File: src/design/prefetch_pkg.sv
// shared sizes, types and encodings for the L1-to-L2 prefetch engine
// every module pulls these in with a wildcard import in its header
package prefetch_pkg;

    localparam int ADDR_W         = 32;
    localparam int LINE_BYTES     = 64;
    localparam int LINE_OFF_W     = $clog2(LINE_BYTES);

    // stride table geometry
    localparam int STRIDE_ENTRIES = 16;
    localparam int IDX_W          = $clog2(STRIDE_ENTRIES);
    localparam int CONF_W         = 2;
    localparam int CONF_ISSUE     = 2;
    localparam int CONF_MAX       = 3;

    // credit flow control toward the L2
    localparam int L2_CREDITS     = 4;
    localparam int CREDIT_W       = 3;

    typedef logic [ADDR_W-1:0]        addr_t;
    typedef logic signed [ADDR_W-1:0] stride_t;
    typedef logic [CONF_W-1:0]        conf_t;
    typedef logic [CREDIT_W-1:0]      credit_t;

    // offset bits are set, so no real line start can match it
    localparam addr_t NO_LINE = '1;

    typedef enum logic {
        KIND_INST = 1'b0,
        KIND_DATA = 1'b1
    } pref_kind_e;

    typedef enum logic {
        ISSUE_IDLE = 1'b0,
        ISSUE_SEND = 1'b1
    } issue_state_e;

endpackage

File: src/design/next_line_pred.sv
// instruction-side next-line predictor
// proposes the line after each fetched line, one candidate per new line
`timescale 1ns/10ps

module next_line_pred
    import prefetch_pkg::*;
(
    input  logic  clk,
    input  logic  rstn,
    input  logic  fetch_valid,
    input  addr_t fetch_addr,
    output logic  inst_cand_valid,
    output addr_t inst_cand_addr
);

    addr_t next_line;
    addr_t last_line;
    logic  propose;

    // start of the following line
    assign next_line = {fetch_addr[ADDR_W-1:LINE_OFF_W], LINE_OFF_W'(0)}
                       + addr_t'(LINE_BYTES);

    // repeat filter against the last proposed line
    assign propose = fetch_valid && (next_line != last_line);

    always_ff @(posedge clk) begin
        if (!rstn) begin
            inst_cand_valid <= 1'b0;
            last_line       <= NO_LINE;
        end else begin
            inst_cand_valid <= propose;
            if (propose) begin
                last_line <= next_line;
            end
        end
    end

    always_ff @(posedge clk) begin
        if (propose) begin
            inst_cand_addr <= next_line;
        end
    end

endmodule

File: src/design/prefetch_issue.sv
// merges instruction and data candidates into L2 prefetch requests
// one slot per source, data first, credit-based flow control toward the L2
`timescale 1ns/10ps

module prefetch_issue
    import prefetch_pkg::*;
(
    input  logic       clk,
    input  logic       rstn,
    input  logic       inst_cand_valid,
    input  addr_t      inst_cand_addr,
    input  logic       data_cand_valid,
    input  addr_t      data_cand_addr,
    input  logic       credit_return,
    output logic       pref_valid,
    output addr_t      pref_addr,
    output pref_kind_e pref_kind
);

    issue_state_e state;
    issue_state_e state_next;

    logic    inst_full;
    logic    data_full;
    addr_t   inst_slot;
    addr_t   data_slot;

    credit_t credit_cnt;
    credit_t credit_next;

    logic    send_any;
    logic    send_data;
    logic    send_inst;

    // a spend and a return in the same cycle cancel
    assign credit_next = credit_cnt - credit_t'(pref_valid) + credit_t'(credit_return);

    // send only if a credit is left once this cycle's request is paid for
    assign send_any  = (inst_full || data_full) && (credit_next != '0);
    assign send_data = send_any && data_full;
    assign send_inst = send_any && !data_full;

    // back to back sends stay in SEND, from either state
    assign state_next = send_any ? ISSUE_SEND : ISSUE_IDLE;

    assign pref_valid = (state == ISSUE_SEND);

    always_ff @(posedge clk) begin
        if (!rstn) begin
            state      <= ISSUE_IDLE;
            credit_cnt <= credit_t'(L2_CREDITS);
            inst_full  <= 1'b0;
            data_full  <= 1'b0;
        end else begin
            state      <= state_next;
            credit_cnt <= credit_next;
            // a new candidate wins over the clear from a send
            if (inst_cand_valid) begin
                inst_full <= 1'b1;
            end else if (send_inst) begin
                inst_full <= 1'b0;
            end
            if (data_cand_valid) begin
                data_full <= 1'b1;
            end else if (send_data) begin
                data_full <= 1'b0;
            end
        end
    end

    // newest candidate overwrites its slot
    always_ff @(posedge clk) begin
        if (inst_cand_valid) begin
            inst_slot <= inst_cand_addr;
        end
        if (data_cand_valid) begin
            data_slot <= data_cand_addr;
        end
        if (send_any) begin
            pref_addr <= send_data ? data_slot : inst_slot;
            pref_kind <= send_data ? KIND_DATA : KIND_INST;
        end
    end

endmodule

File: src/design/prefetch_top.sv
// prefetch engine top level between the L1 caches and the L2
// both predictors feed the issue unit, which talks to the L2
`timescale 1ns/10ps

module prefetch_top
    import prefetch_pkg::*;
(
    input  logic       clk,
    input  logic       rstn,
    input  logic       fetch_valid,
    input  addr_t      fetch_addr,
    input  logic       load_valid,
    input  addr_t      load_pc,
    input  addr_t      load_addr,
    input  logic       credit_return,
    output logic       pref_valid,
    output addr_t      pref_addr,
    output pref_kind_e pref_kind
);

    logic  inst_cand_valid;
    addr_t inst_cand_addr;
    logic  data_cand_valid;
    addr_t data_cand_addr;

    next_line_pred u_next_line (
        .clk             (clk),
        .rstn            (rstn),
        .fetch_valid     (fetch_valid),
        .fetch_addr      (fetch_addr),
        .inst_cand_valid (inst_cand_valid),
        .inst_cand_addr  (inst_cand_addr)
    );

    stride_pred u_stride (
        .clk             (clk),
        .rstn            (rstn),
        .load_valid      (load_valid),
        .load_pc         (load_pc),
        .load_addr       (load_addr),
        .data_cand_valid (data_cand_valid),
        .data_cand_addr  (data_cand_addr)
    );

    prefetch_issue u_issue (
        .clk             (clk),
        .rstn            (rstn),
        .inst_cand_valid (inst_cand_valid),
        .inst_cand_addr  (inst_cand_addr),
        .data_cand_valid (data_cand_valid),
        .data_cand_addr  (data_cand_addr),
        .credit_return   (credit_return),
        .pref_valid      (pref_valid),
        .pref_addr       (pref_addr),
        .pref_kind       (pref_kind)
    );

endmodule

File: src/design/stride_pred.sv
// data-side stride predictor, one table entry per load PC slice
// a candidate one stride ahead comes out once the stride repeats
`timescale 1ns/10ps

module stride_pred
    import prefetch_pkg::*;
(
    input  logic  clk,
    input  logic  rstn,
    input  logic  load_valid,
    input  addr_t load_pc,
    input  addr_t load_addr,
    output logic  data_cand_valid,
    output addr_t data_cand_addr
);

    logic [STRIDE_ENTRIES-1:0] ent_valid;
    addr_t                     ent_last   [STRIDE_ENTRIES];
    stride_t                   ent_stride [STRIDE_ENTRIES];
    conf_t                     ent_conf   [STRIDE_ENTRIES];

    logic [IDX_W-1:0] idx;
    stride_t          new_stride;
    logic             stride_match;
    conf_t            conf_upd;
    logic             issue;

    // word-aligned PC bits pick the entry
    assign idx = load_pc[IDX_W+1:2];

    assign new_stride   = stride_t'(load_addr - ent_last[idx]);
    assign stride_match = (new_stride == ent_stride[idx]) && (new_stride != '0);

    always_comb begin
        if (stride_match) begin
            if (ent_conf[idx] == conf_t'(CONF_MAX)) begin
                conf_upd = ent_conf[idx];
            end else begin
                conf_upd = ent_conf[idx] + 1'b1;
            end
        end else if (new_stride != '0) begin
            // a fresh non-zero stride counts as its first sighting
            conf_upd = conf_t'(1);
        end else begin
            conf_upd = '0;
        end
    end

    // only a trained entry can predict
    assign issue = load_valid && ent_valid[idx] && (conf_upd >= conf_t'(CONF_ISSUE));

    always_ff @(posedge clk) begin
        if (!rstn) begin
            ent_valid       <= '0;
            data_cand_valid <= 1'b0;
        end else begin
            data_cand_valid <= issue;
            if (load_valid) begin
                ent_valid[idx] <= 1'b1;
            end
        end
    end

    // table payload, qualified by ent_valid
    always_ff @(posedge clk) begin
        if (load_valid) begin
            ent_last[idx] <= load_addr;
            if (!ent_valid[idx]) begin
                ent_stride[idx] <= '0;
                ent_conf[idx]   <= '0;
            end else begin
                ent_stride[idx] <= new_stride;
                ent_conf[idx]   <= conf_upd;
            end
        end
    end

    always_ff @(posedge clk) begin
        if (issue) begin
            data_cand_addr <= addr_t'(load_addr + new_stride);
        end
    end

endmodule

File: config.mk
export PLATFORM = sky130hd
export DESIGN_NAME = prefetch_top
export DESIGN_NICKNAME = d
export VERILOG_FILES = /design/src/design/prefetch_pkg.sv /design/src/design/next_line_pred.sv /design/src/design/prefetch_issue.sv /design/src/design/prefetch_top.sv /design/src/design/stride_pred.sv
export SDC_FILE = /design/constraint.sdc
export NUM_CORES = 1
export LEC_CHECK = 0
export ABC_AREA = 1
export BUFFER_PORTS_ARGS = -buffer_cell sky130_fd_sc_hd__buf_2
export CORE_ASPECT_RATIO = 0.6
export CORE_MARGIN = 2
export CORE_UTILIZATION = 40
export DETAILED_ROUTE_END_ITERATION = 12
export PLACE_DENSITY = 0.64
export SYNTH_ARGS = -nofsm -noshare
export SYNTH_HDL_FRONTEND = slang
export SYNTH_HIERARCHICAL = 1
export SYNTH_SLANG_ARGS = --single-unit
File: constraint.sdc
create_clock -name clk -period 12.1 [get_ports clk]
set_input_delay 1.21 -clock clk [delete_from_list [all_inputs] [get_ports clk]]
set_output_delay 1.21 -clock clk [all_outputs]
set_load 0.02 [all_outputs]
==> flow_metrics.tcl, run 1 <==
set metrics [dict create \
    pwr_density_cell_mw_per_mm2 162 \
    worstSkewPairLatency_ns 0.72 \
    cts_resized 0 \
    arrival_ns 8.51 \
    area_growth_pct 11.2 \
    crit_start "load_pc[3]" \
    met1Wirelength_microns 70300 \
    core_sq_mm 0.134 \
    root_buffer "clkbuf_16" \
    ys_warn_count 6 \
    drt_pass1_iterations 6 \
    synth_seq_area_share_pct 69.1 \
    cts_tree "yes" \
    power_w 0.00976 \
    path_class "in -> reg" \
    synth.distinct_cells 48 \
    async_reset_ff_share_pct 0 \
    die_h_microns 289 \
    ant_nets 0 \
    gp_congestion 0.988 \
    wirelength_microns 155000 \
    min_path_type "reg -> reg" \
    postSynthAreaPerCell_sq_um 11.2 \
    clock_skew_ns 0.0216 \
    die-area_sq_mm 0.138 \
    rsz0062_at_grt "false" \
    clk_pin_slew_ns 0.07 \
    rows 104 \
    maxCapViolCount 0 \
    htreeDepth 3 \
    drive_gt1_share_pct 8.00 \
    hold_viol_final 0 \
    ys.flop_type "edfxtp_1" \
    routed.top_layer "met5" \
    timing.rr.start "u_stride/ent_last[0][4]$_DFFE_PP_" \
    p_sw_w 0.00266 \
    multi_input_area_sq_mm 0.0143 \
    drt_iter0_markers 4541 \
    drv_slew 0 \
    cts.sinks 1262 \
    start_kind "primary input" \
    drc 0 \
    slew_headroom_pct 11.9 \
    tightest_slew_ns 1.32 \
    synth_cells 4812 \
    synth_edf_count 1211 \
    synth_area_sq_mm 0.0541 \
    vdd_drop_max_uv 102 \
    globalRouteOverflowTotal 0 \
    mostFrequentLayoutCells "nand2_1, edfxtp_1, nor2_1" \
    io_buffers 100 \
    seqCellArea_sq_mm 0.0374 \
    met3_length_microns 19600 \
    fp.dieW_microns 479 \
    internal-power_w 0.00711 \
    leakage_nw 23.7 \
    p_sw_share_pct 27.2 \
    endpoint_kind "flip-flop" \
    grt_start_max_net_pins 129 \
    final_common_cell "nand2_1" \
    antenna_found_initial 11 \
    wire_per_inst_microns 22.8 \
    finalSetupViolations 0 \
    cts_setup_buffers 0 \
    fin_util_pct 44.9 \
    initial_utilization_pct 40.3 \
    nNetsFinal 5092 \
    fin_tns_setup_ns 0 \
    status "finished clean" \
    n_fill_cell 12200 \
    endpoint "u_stride/data_cand_addr[18]$_DFFE_PP_" \
    grt_pass1_wl_microns 225000 \
    grt_pass1_vias 33800 \
    finalCriticalPeriod_ns 8.05 \
    numCtsBuffers 105 \
    io_pins 135 \
    place_hpwl_microns 94900 \
    vias 37000 \
    clockBufferDepth 3 \
    required_ns 12.57 \
    r2r-end "u_stride/data_cand_addr[18]$_DFFE_PP_" \
    wl_met2_microns 62900 \
    path_max_fanout 48 \
    viasPerCell 5.42 \
    synth-seq-cells 1262 \
    max_clock_freq_ghz 0.124 \
    grt_use_total_pct 22.0 \
    cts_hold_buf 0 \
    ff2ff_setup_slack_ns 6.41 \
    fin_crit_sh_pct 66.5 \
    rr_worst_depth 20 \
    p_seq_share_pct 50.8 \
    clkPwrFrac_pct 34.5 \
    pwr-share-comb_pct 14.7 \
]
logic make-up (layout without fill, tap and decap cells):
logic type,count (synthesis),count (layout),share of synthesized area (%)
AND/OR/NAND/NOR,2128,2128,16.0
flip-flops,1262,1262,69.1
AO/OA/AOI/OAI,668,668,7.76
buffers and inverters,641,837,4.78
adder cells (fa/ha/maj),71,71,1.68
XOR/XNOR,41,41,0.691
other,1,10,0.00693
how the worst min path moves through the flow:
stage                                      end  depth (start not counted)                                      from  slack (ns)
6_report        u_issue/data_slot[9]$_DFFE_PP_                          0      u_stride/data_cand_addr[9]$_DFFE_PP_        0.41
3_5_place_dp    u_issue/data_slot[9]$_DFFE_PP_                          0      u_stride/data_cand_addr[9]$_DFFE_PP_        0.40
4_1_cts         u_issue/data_slot[9]$_DFFE_PP_                          0      u_stride/data_cand_addr[9]$_DFFE_PP_        0.41
3_3_place_gp   u_issue/inst_slot[24]$_DFFE_PP_                          0  u_next_line/inst_cand_addr[24]$_DFFE_PP_        0.40
2_1_floorplan   u_issue/data_slot[0]$_DFFE_PP_                          0      u_stride/data_cand_addr[0]$_DFFE_PP_        0.40
5_1_grt         u_issue/inst_slot[9]$_DFFE_PP_                          0   u_next_line/inst_cand_addr[9]$_DFFE_PP_        0.42
final cells by class:
class	instances	area share (%)
clock inverter	68	0.965
multi-input combinational	2914	23.8
clock buffer	132	4.59
timing repair buffer	173	1.81
tap	1802	3.75
inverter	464	2.92
antenna	4	0.0166
sequential	1262	62.1
synth_stat cells (6+ instances only):
cell / count / share of area (%)
nor4_1: 34 / 0.39
dfxtp_1: 51 / 1.9
nor2_1: 557 / 3.9
a22oi_1: 264 / 3.7
edfxtp_1: 1211 / 67
a21oi_1: 183 / 1.7
o21bai_1: 9 / 0.12
inv_2: 6 / 0.042
clkbuf_1: 77 / 0.53
nand3b_1: 10 / 0.14
a31oi_1: 13 / 0.15
nand4_1: 36 / 0.42
ha_1: 68 / 1.6
nor3_1: 18 / 0.17
nand2_2: 23 / 0.27
nand3_1: 206 / 1.9
xnor2_1: 11 / 0.18
o21ai_0: 76 / 0.70
o22ai_1: 87 / 1.0
nor2_2: 7 / 0.081
nand2_1: 1219 / 8.5
o21ai_1: 18 / 0.17
buf_4: 14 / 0.19
xor2_1: 29 / 0.47
buf_2: 57 / 0.53
inv_1: 452 / 3.1
buf_1: 24 / 0.17
power by group through the flow:
stage                     sequential (W)  combinational [W]  clock [W]
after global routing             0.00496            0.00155    0.00360
after detailed placement         0.00505            0.00138          0
final                            0.00496            0.00143    0.00337
after global placement           0.00505            0.00137          0
after CTS                        0.00496            0.00139    0.00342
after floorplan                  0.00506           0.000839          0
registers in the layout, indices dropped and copies added, names as in the netlist:
register and flops:
u_stride/ent_last 512, u_stride/ent_stride 512, u_issue/data_slot 32, u_issue/inst_slot 32, u_issue/pref_addr 32, u_stride/data_cand_addr 32, u_stride/ent_conf 32, u_next_line/last_line 27
u_next_line/inst_cand_addr 26, u_stride/ent_valid 16, u_issue/credit_cnt 3, u_issue/data_full 1, u_issue/inst_full 1, u_issue/pref_kind 1, u_issue/pref_valid 1, u_next_line/inst_cand_valid 1
u_stride/data_cand_valid 1
per-layer routing:
| metal | vias up | track usage, % |
|---|---|---|
| met3 | 164 | 6.91 |
| met4 | 12 | 4.53 |
| li1 | 16900 | - |
| met2 | 1792 | 30.0 |
| met5 | - | 0.769 |
| met1 | 18100 | 33.9 |
worst max-delay path, cell delays in order:
cell,delay [ns]
buf_2,0.39
buf_4,0.44
nand2_4,0.45
inv_4,0.66
buf_4,0.61
a22oi_1,0.18
a21oi_1,0.26
nor4_1,0.08
buf_4,0.17
ha_1,0.41
nand2_1,0.09
nand2_1,0.09
inv_1,0.04
nand2_1,0.13
xor2_1,0.18
buf_4,0.20
inv_1,0.21
ha_1,0.42
nand3_1,0.09
nand2_1,0.10
nand3_1,0.07
nand2_1,0.12
nand3_1,0.15
nand2_1,0.26
a21oi_1,0.16
o21ai_0,0.48
a21boi_0,0.29
xnor2_1,0.44
per-stage QoR:
stage	std cells	instance area (sq um)	hold WS [ns]	setup WS (ns)
floorplan	4817	54100	0.400	6.22
global placement	6615	56800	0.402	3.61
finish	6819	60200	0.413	4.05
CTS	6815	60200	0.410	4.36
detailed placement	6615	56800	0.405	3.64
global route	6817	60200	0.425	3.60
Power figures use the tool's default switching activity.
==> run 2, diff against run 1 <==
Clock period 12.1 ns to 8 ns, I/O delays scaled along.
==> run 2 against run 1 <==
Compared with the run above:
- clock skew is 0.015 ns higher
- final area is 0.89% higher
- final cell count is 0.60% higher
- sequential power is 51% higher
- clock-buffer cell count is 15 higher
- largest cell class unchanged
- sequential share of layout area is 0.55 points lower
- flip-flop and latch count stayed put
- worst hold slack worse by 0.0092 ns
- total power is 53% higher
- critical path type unchanged
- worst setup slack worse by 2.6 ns
- highest routed layer unchanged
- critical endpoint is now u_stride/data_cand_addr[27]$_DFFE_PP_
- clock power is 56% higher
==> flow_metrics.tcl, run 2 (synthesized netlist as in run 1, its figures left out) <==
set metrics [dict create \
    drt_pass1_iterations 6 \
    clkPwrFrac_pct 35.1 \
    p_sw_share_pct 27.1 \
    numCtsBuffers 107 \
    internal-power_w 0.0109 \
    cts_tree "yes" \
    clockBufferDepth 3 \
    core_sq_mm 0.134 \
    htreeDepth 3 \
    path_class "in -> reg" \
    clock_skew_ns 0.0363 \
    endpoint "u_stride/data_cand_addr[27]$_DFFE_PP_" \
    cts_hold_buf 0 \
    cts_resized 0 \
    antenna_found_initial 10 \
    seqCellArea_sq_mm 0.0374 \
    cpMostUsedCell "nand2_1" \
    rows 104 \
    max_clock_freq_ghz 0.152 \
    r2r-end "u_stride/data_cand_addr[27]$_DFFE_PP_" \
    fp.dieW_microns 479 \
    drv_slew 0 \
    final_common_cell "nand2_1" \
    mostFrequentLayoutCells "nand2_1, edfxtp_1, nor2_1" \
    required_ns 8.47 \
    globalRouteOverflowTotal 0 \
    die-area_sq_mm 0.138 \
    timing.rr.start "u_stride/ent_last[10][1]$_DFFE_PP_" \
    crit_family "compound AO/OA/AOI/OAI gates" \
    setup_ws_ns 1.42 \
    drc 0 \
    p_seq_share_pct 50.1 \
    ant_nets 0 \
    nNetsFinal 5132 \
    fin_crit_sh_pct 82.2 \
    path_max_fanout 50 \
    place_hpwl_microns 95900 \
    hold_viol_final 0 \
    drive_gt1_share_pct 8.85 \
    cts_setup_buffers 0 \
    cts.sinks 1262 \
    crit_start "load_pc[2]" \
    vias 37300 \
    worst-path-buf-inv 8 \
    area_growth_pct 12.2 \
    slew_headroom_pct 12.9 \
    dp.cells 6653 \
    tightest_slew_ns 1.31 \
    rsz0062_at_grt "false" \
    vdd_drop_max_uv 155 \
    maxCapViolCount 0 \
    leakage_nw 24.0 \
    start_kind "primary input" \
    endpoint_kind "flip-flop" \
    cp_slowest_stage_delay_ns 0.93 \
    grt_start_max_net_pins 68 \
    grt_use_total_pct 22.0 \
    n_fill_cell 12100 \
    crit_cells 28 \
    ff2ff_setup_slack_ns 2.47 \
    multi_input_area_sq_mm 0.0143 \
    worstSkewPairLatency_ns 0.73 \
    status "finished clean" \
    wirelength_microns 156000 \
    io_pins 135 \
    pwr_density_cell_mw_per_mm2 247 \
    viasPerCell 5.44 \
    wire_per_inst_microns 22.7 \
    dp_slack_ns 0.942 \
    arrival_ns 7.05 \
    drt_iter0_markers 4792 \
    root_buffer "clkbuf_16" \
    finalCriticalPeriod_ns 6.58 \
    cp_slowest_cell "nor4_1" \
    instances_no_fill 6860 \
    grt_pass1_wl_microns 226000 \
    p_sw_w 0.00406 \
    rr_worst_depth 23 \
    finalSetupViolations 0 \
    fin_tns_setup_ns 0 \
    gp_congestion 0.978 \
    largestRegisters "u_stride/ent_last x512, u_stride/ent_stride x512" \
    min_path_type "reg -> reg" \
    io_buffers 100 \
    initial_utilization_pct 40.3 \
    grt_pass1_vias 33800 \
    clk_pin_slew_ns 0.07 \
    die_h_microns 289 \
    pwr-share-comb_pct 14.8 \
]
## run 2: cell types whose count changed in the layout (fill, tap and decap cells not counted), sizes merged
| cell | change |
|---|---|
| buf | +38 |
| bufinv | -2 |
| clkbuf | +15 |
| clkinv | -14 |
| clkinvlp | +2 |
| diode | +2 |
## run 2: per-layer routing
layer | share of wire [%] | GRT usage (%) | routed length, microns
met5 | 0.0045 | 0 | 7
met3 | 12 | 4.86 | 18200
met4 | 1.3 | 4.05 | 2040
met2 | 40 | 30.1 | 62800
met1 | 47 | 35.3 | 72700
## run 2: how the worst min path moves through the flow
stage                                              from                               end  slack (ns)  cells after the start
2_1_floorplan      u_stride/data_cand_addr[0]$_DFFE_PP_    u_issue/data_slot[0]$_DFFE_PP_        0.40                      0
3_3_place_gp   u_next_line/inst_cand_addr[18]$_DFFE_PP_   u_issue/inst_slot[18]$_DFFE_PP_        0.40                      0
3_5_place_dp      u_stride/data_cand_addr[12]$_DFFE_PP_   u_issue/data_slot[12]$_DFFE_PP_        0.40                      0
4_1_cts                                   credit_return  u_issue/credit_cnt[0]$_SDFF_PN0_        0.38                      4
5_1_grt            u_stride/data_cand_addr[9]$_DFFE_PP_    u_issue/data_slot[9]$_DFFE_PP_        0.42                      0
6_report           u_stride/data_cand_addr[9]$_DFFE_PP_    u_issue/data_slot[9]$_DFFE_PP_        0.40                      0
## run 2: per-stage QoR
stage	cell area, sq um	utilization, %	hold WS [ns]	total power (W)
2_1_floorplan	54100	-	0.400	0.00892
3_3_place_gp	57200	42.6	0.401	0.00976
3_5_place_dp	57200	42.6	0.405	0.00979
4_1_cts	60700	45.2	0.379	0.0150
5_1_grt	60700	45.2	0.423	0.0155
6_report	60700	45.3	0.404	0.0150
## run 2: worst register-to-register path: cells and delay by family (launching register included)
kind | cells | cell delay (ns)
AOI/OAI and AO/OA | 8 | 1.93
and+or+nand+nor | 7 | 1.43
DFF | 1 | 0.37
adders and majority gates | 2 | 0.68
buffers and inverters | 4 | 0.47
xor gates and xnor gates | 2 | 0.38
## run 2: layout make-up
| type | count | area share, % |
|---|---|---|
| sequential | 1262 | 61.6 |
| multi-input combinational | 2914 | 23.6 |
| clock buffer | 147 | 4.96 |
| tap | 1802 | 3.71 |
| inverter | 464 | 2.89 |
| timing repair buffer | 211 | 2.43 |
| clock inverter | 54 | 0.781 |
| antenna | 6 | 0.0247 |
## run 2: power groups by stage
stage          combinational [W]  clock (W)  sequential, W
2_1_floorplan            0.00127          0        0.00765
3_3_place_gp             0.00212          0        0.00764
3_5_place_dp             0.00215          0        0.00764
4_1_cts                  0.00216    0.00533        0.00750
5_1_grt                  0.00240    0.00560        0.00751
6_report                 0.00222    0.00525        0.00750
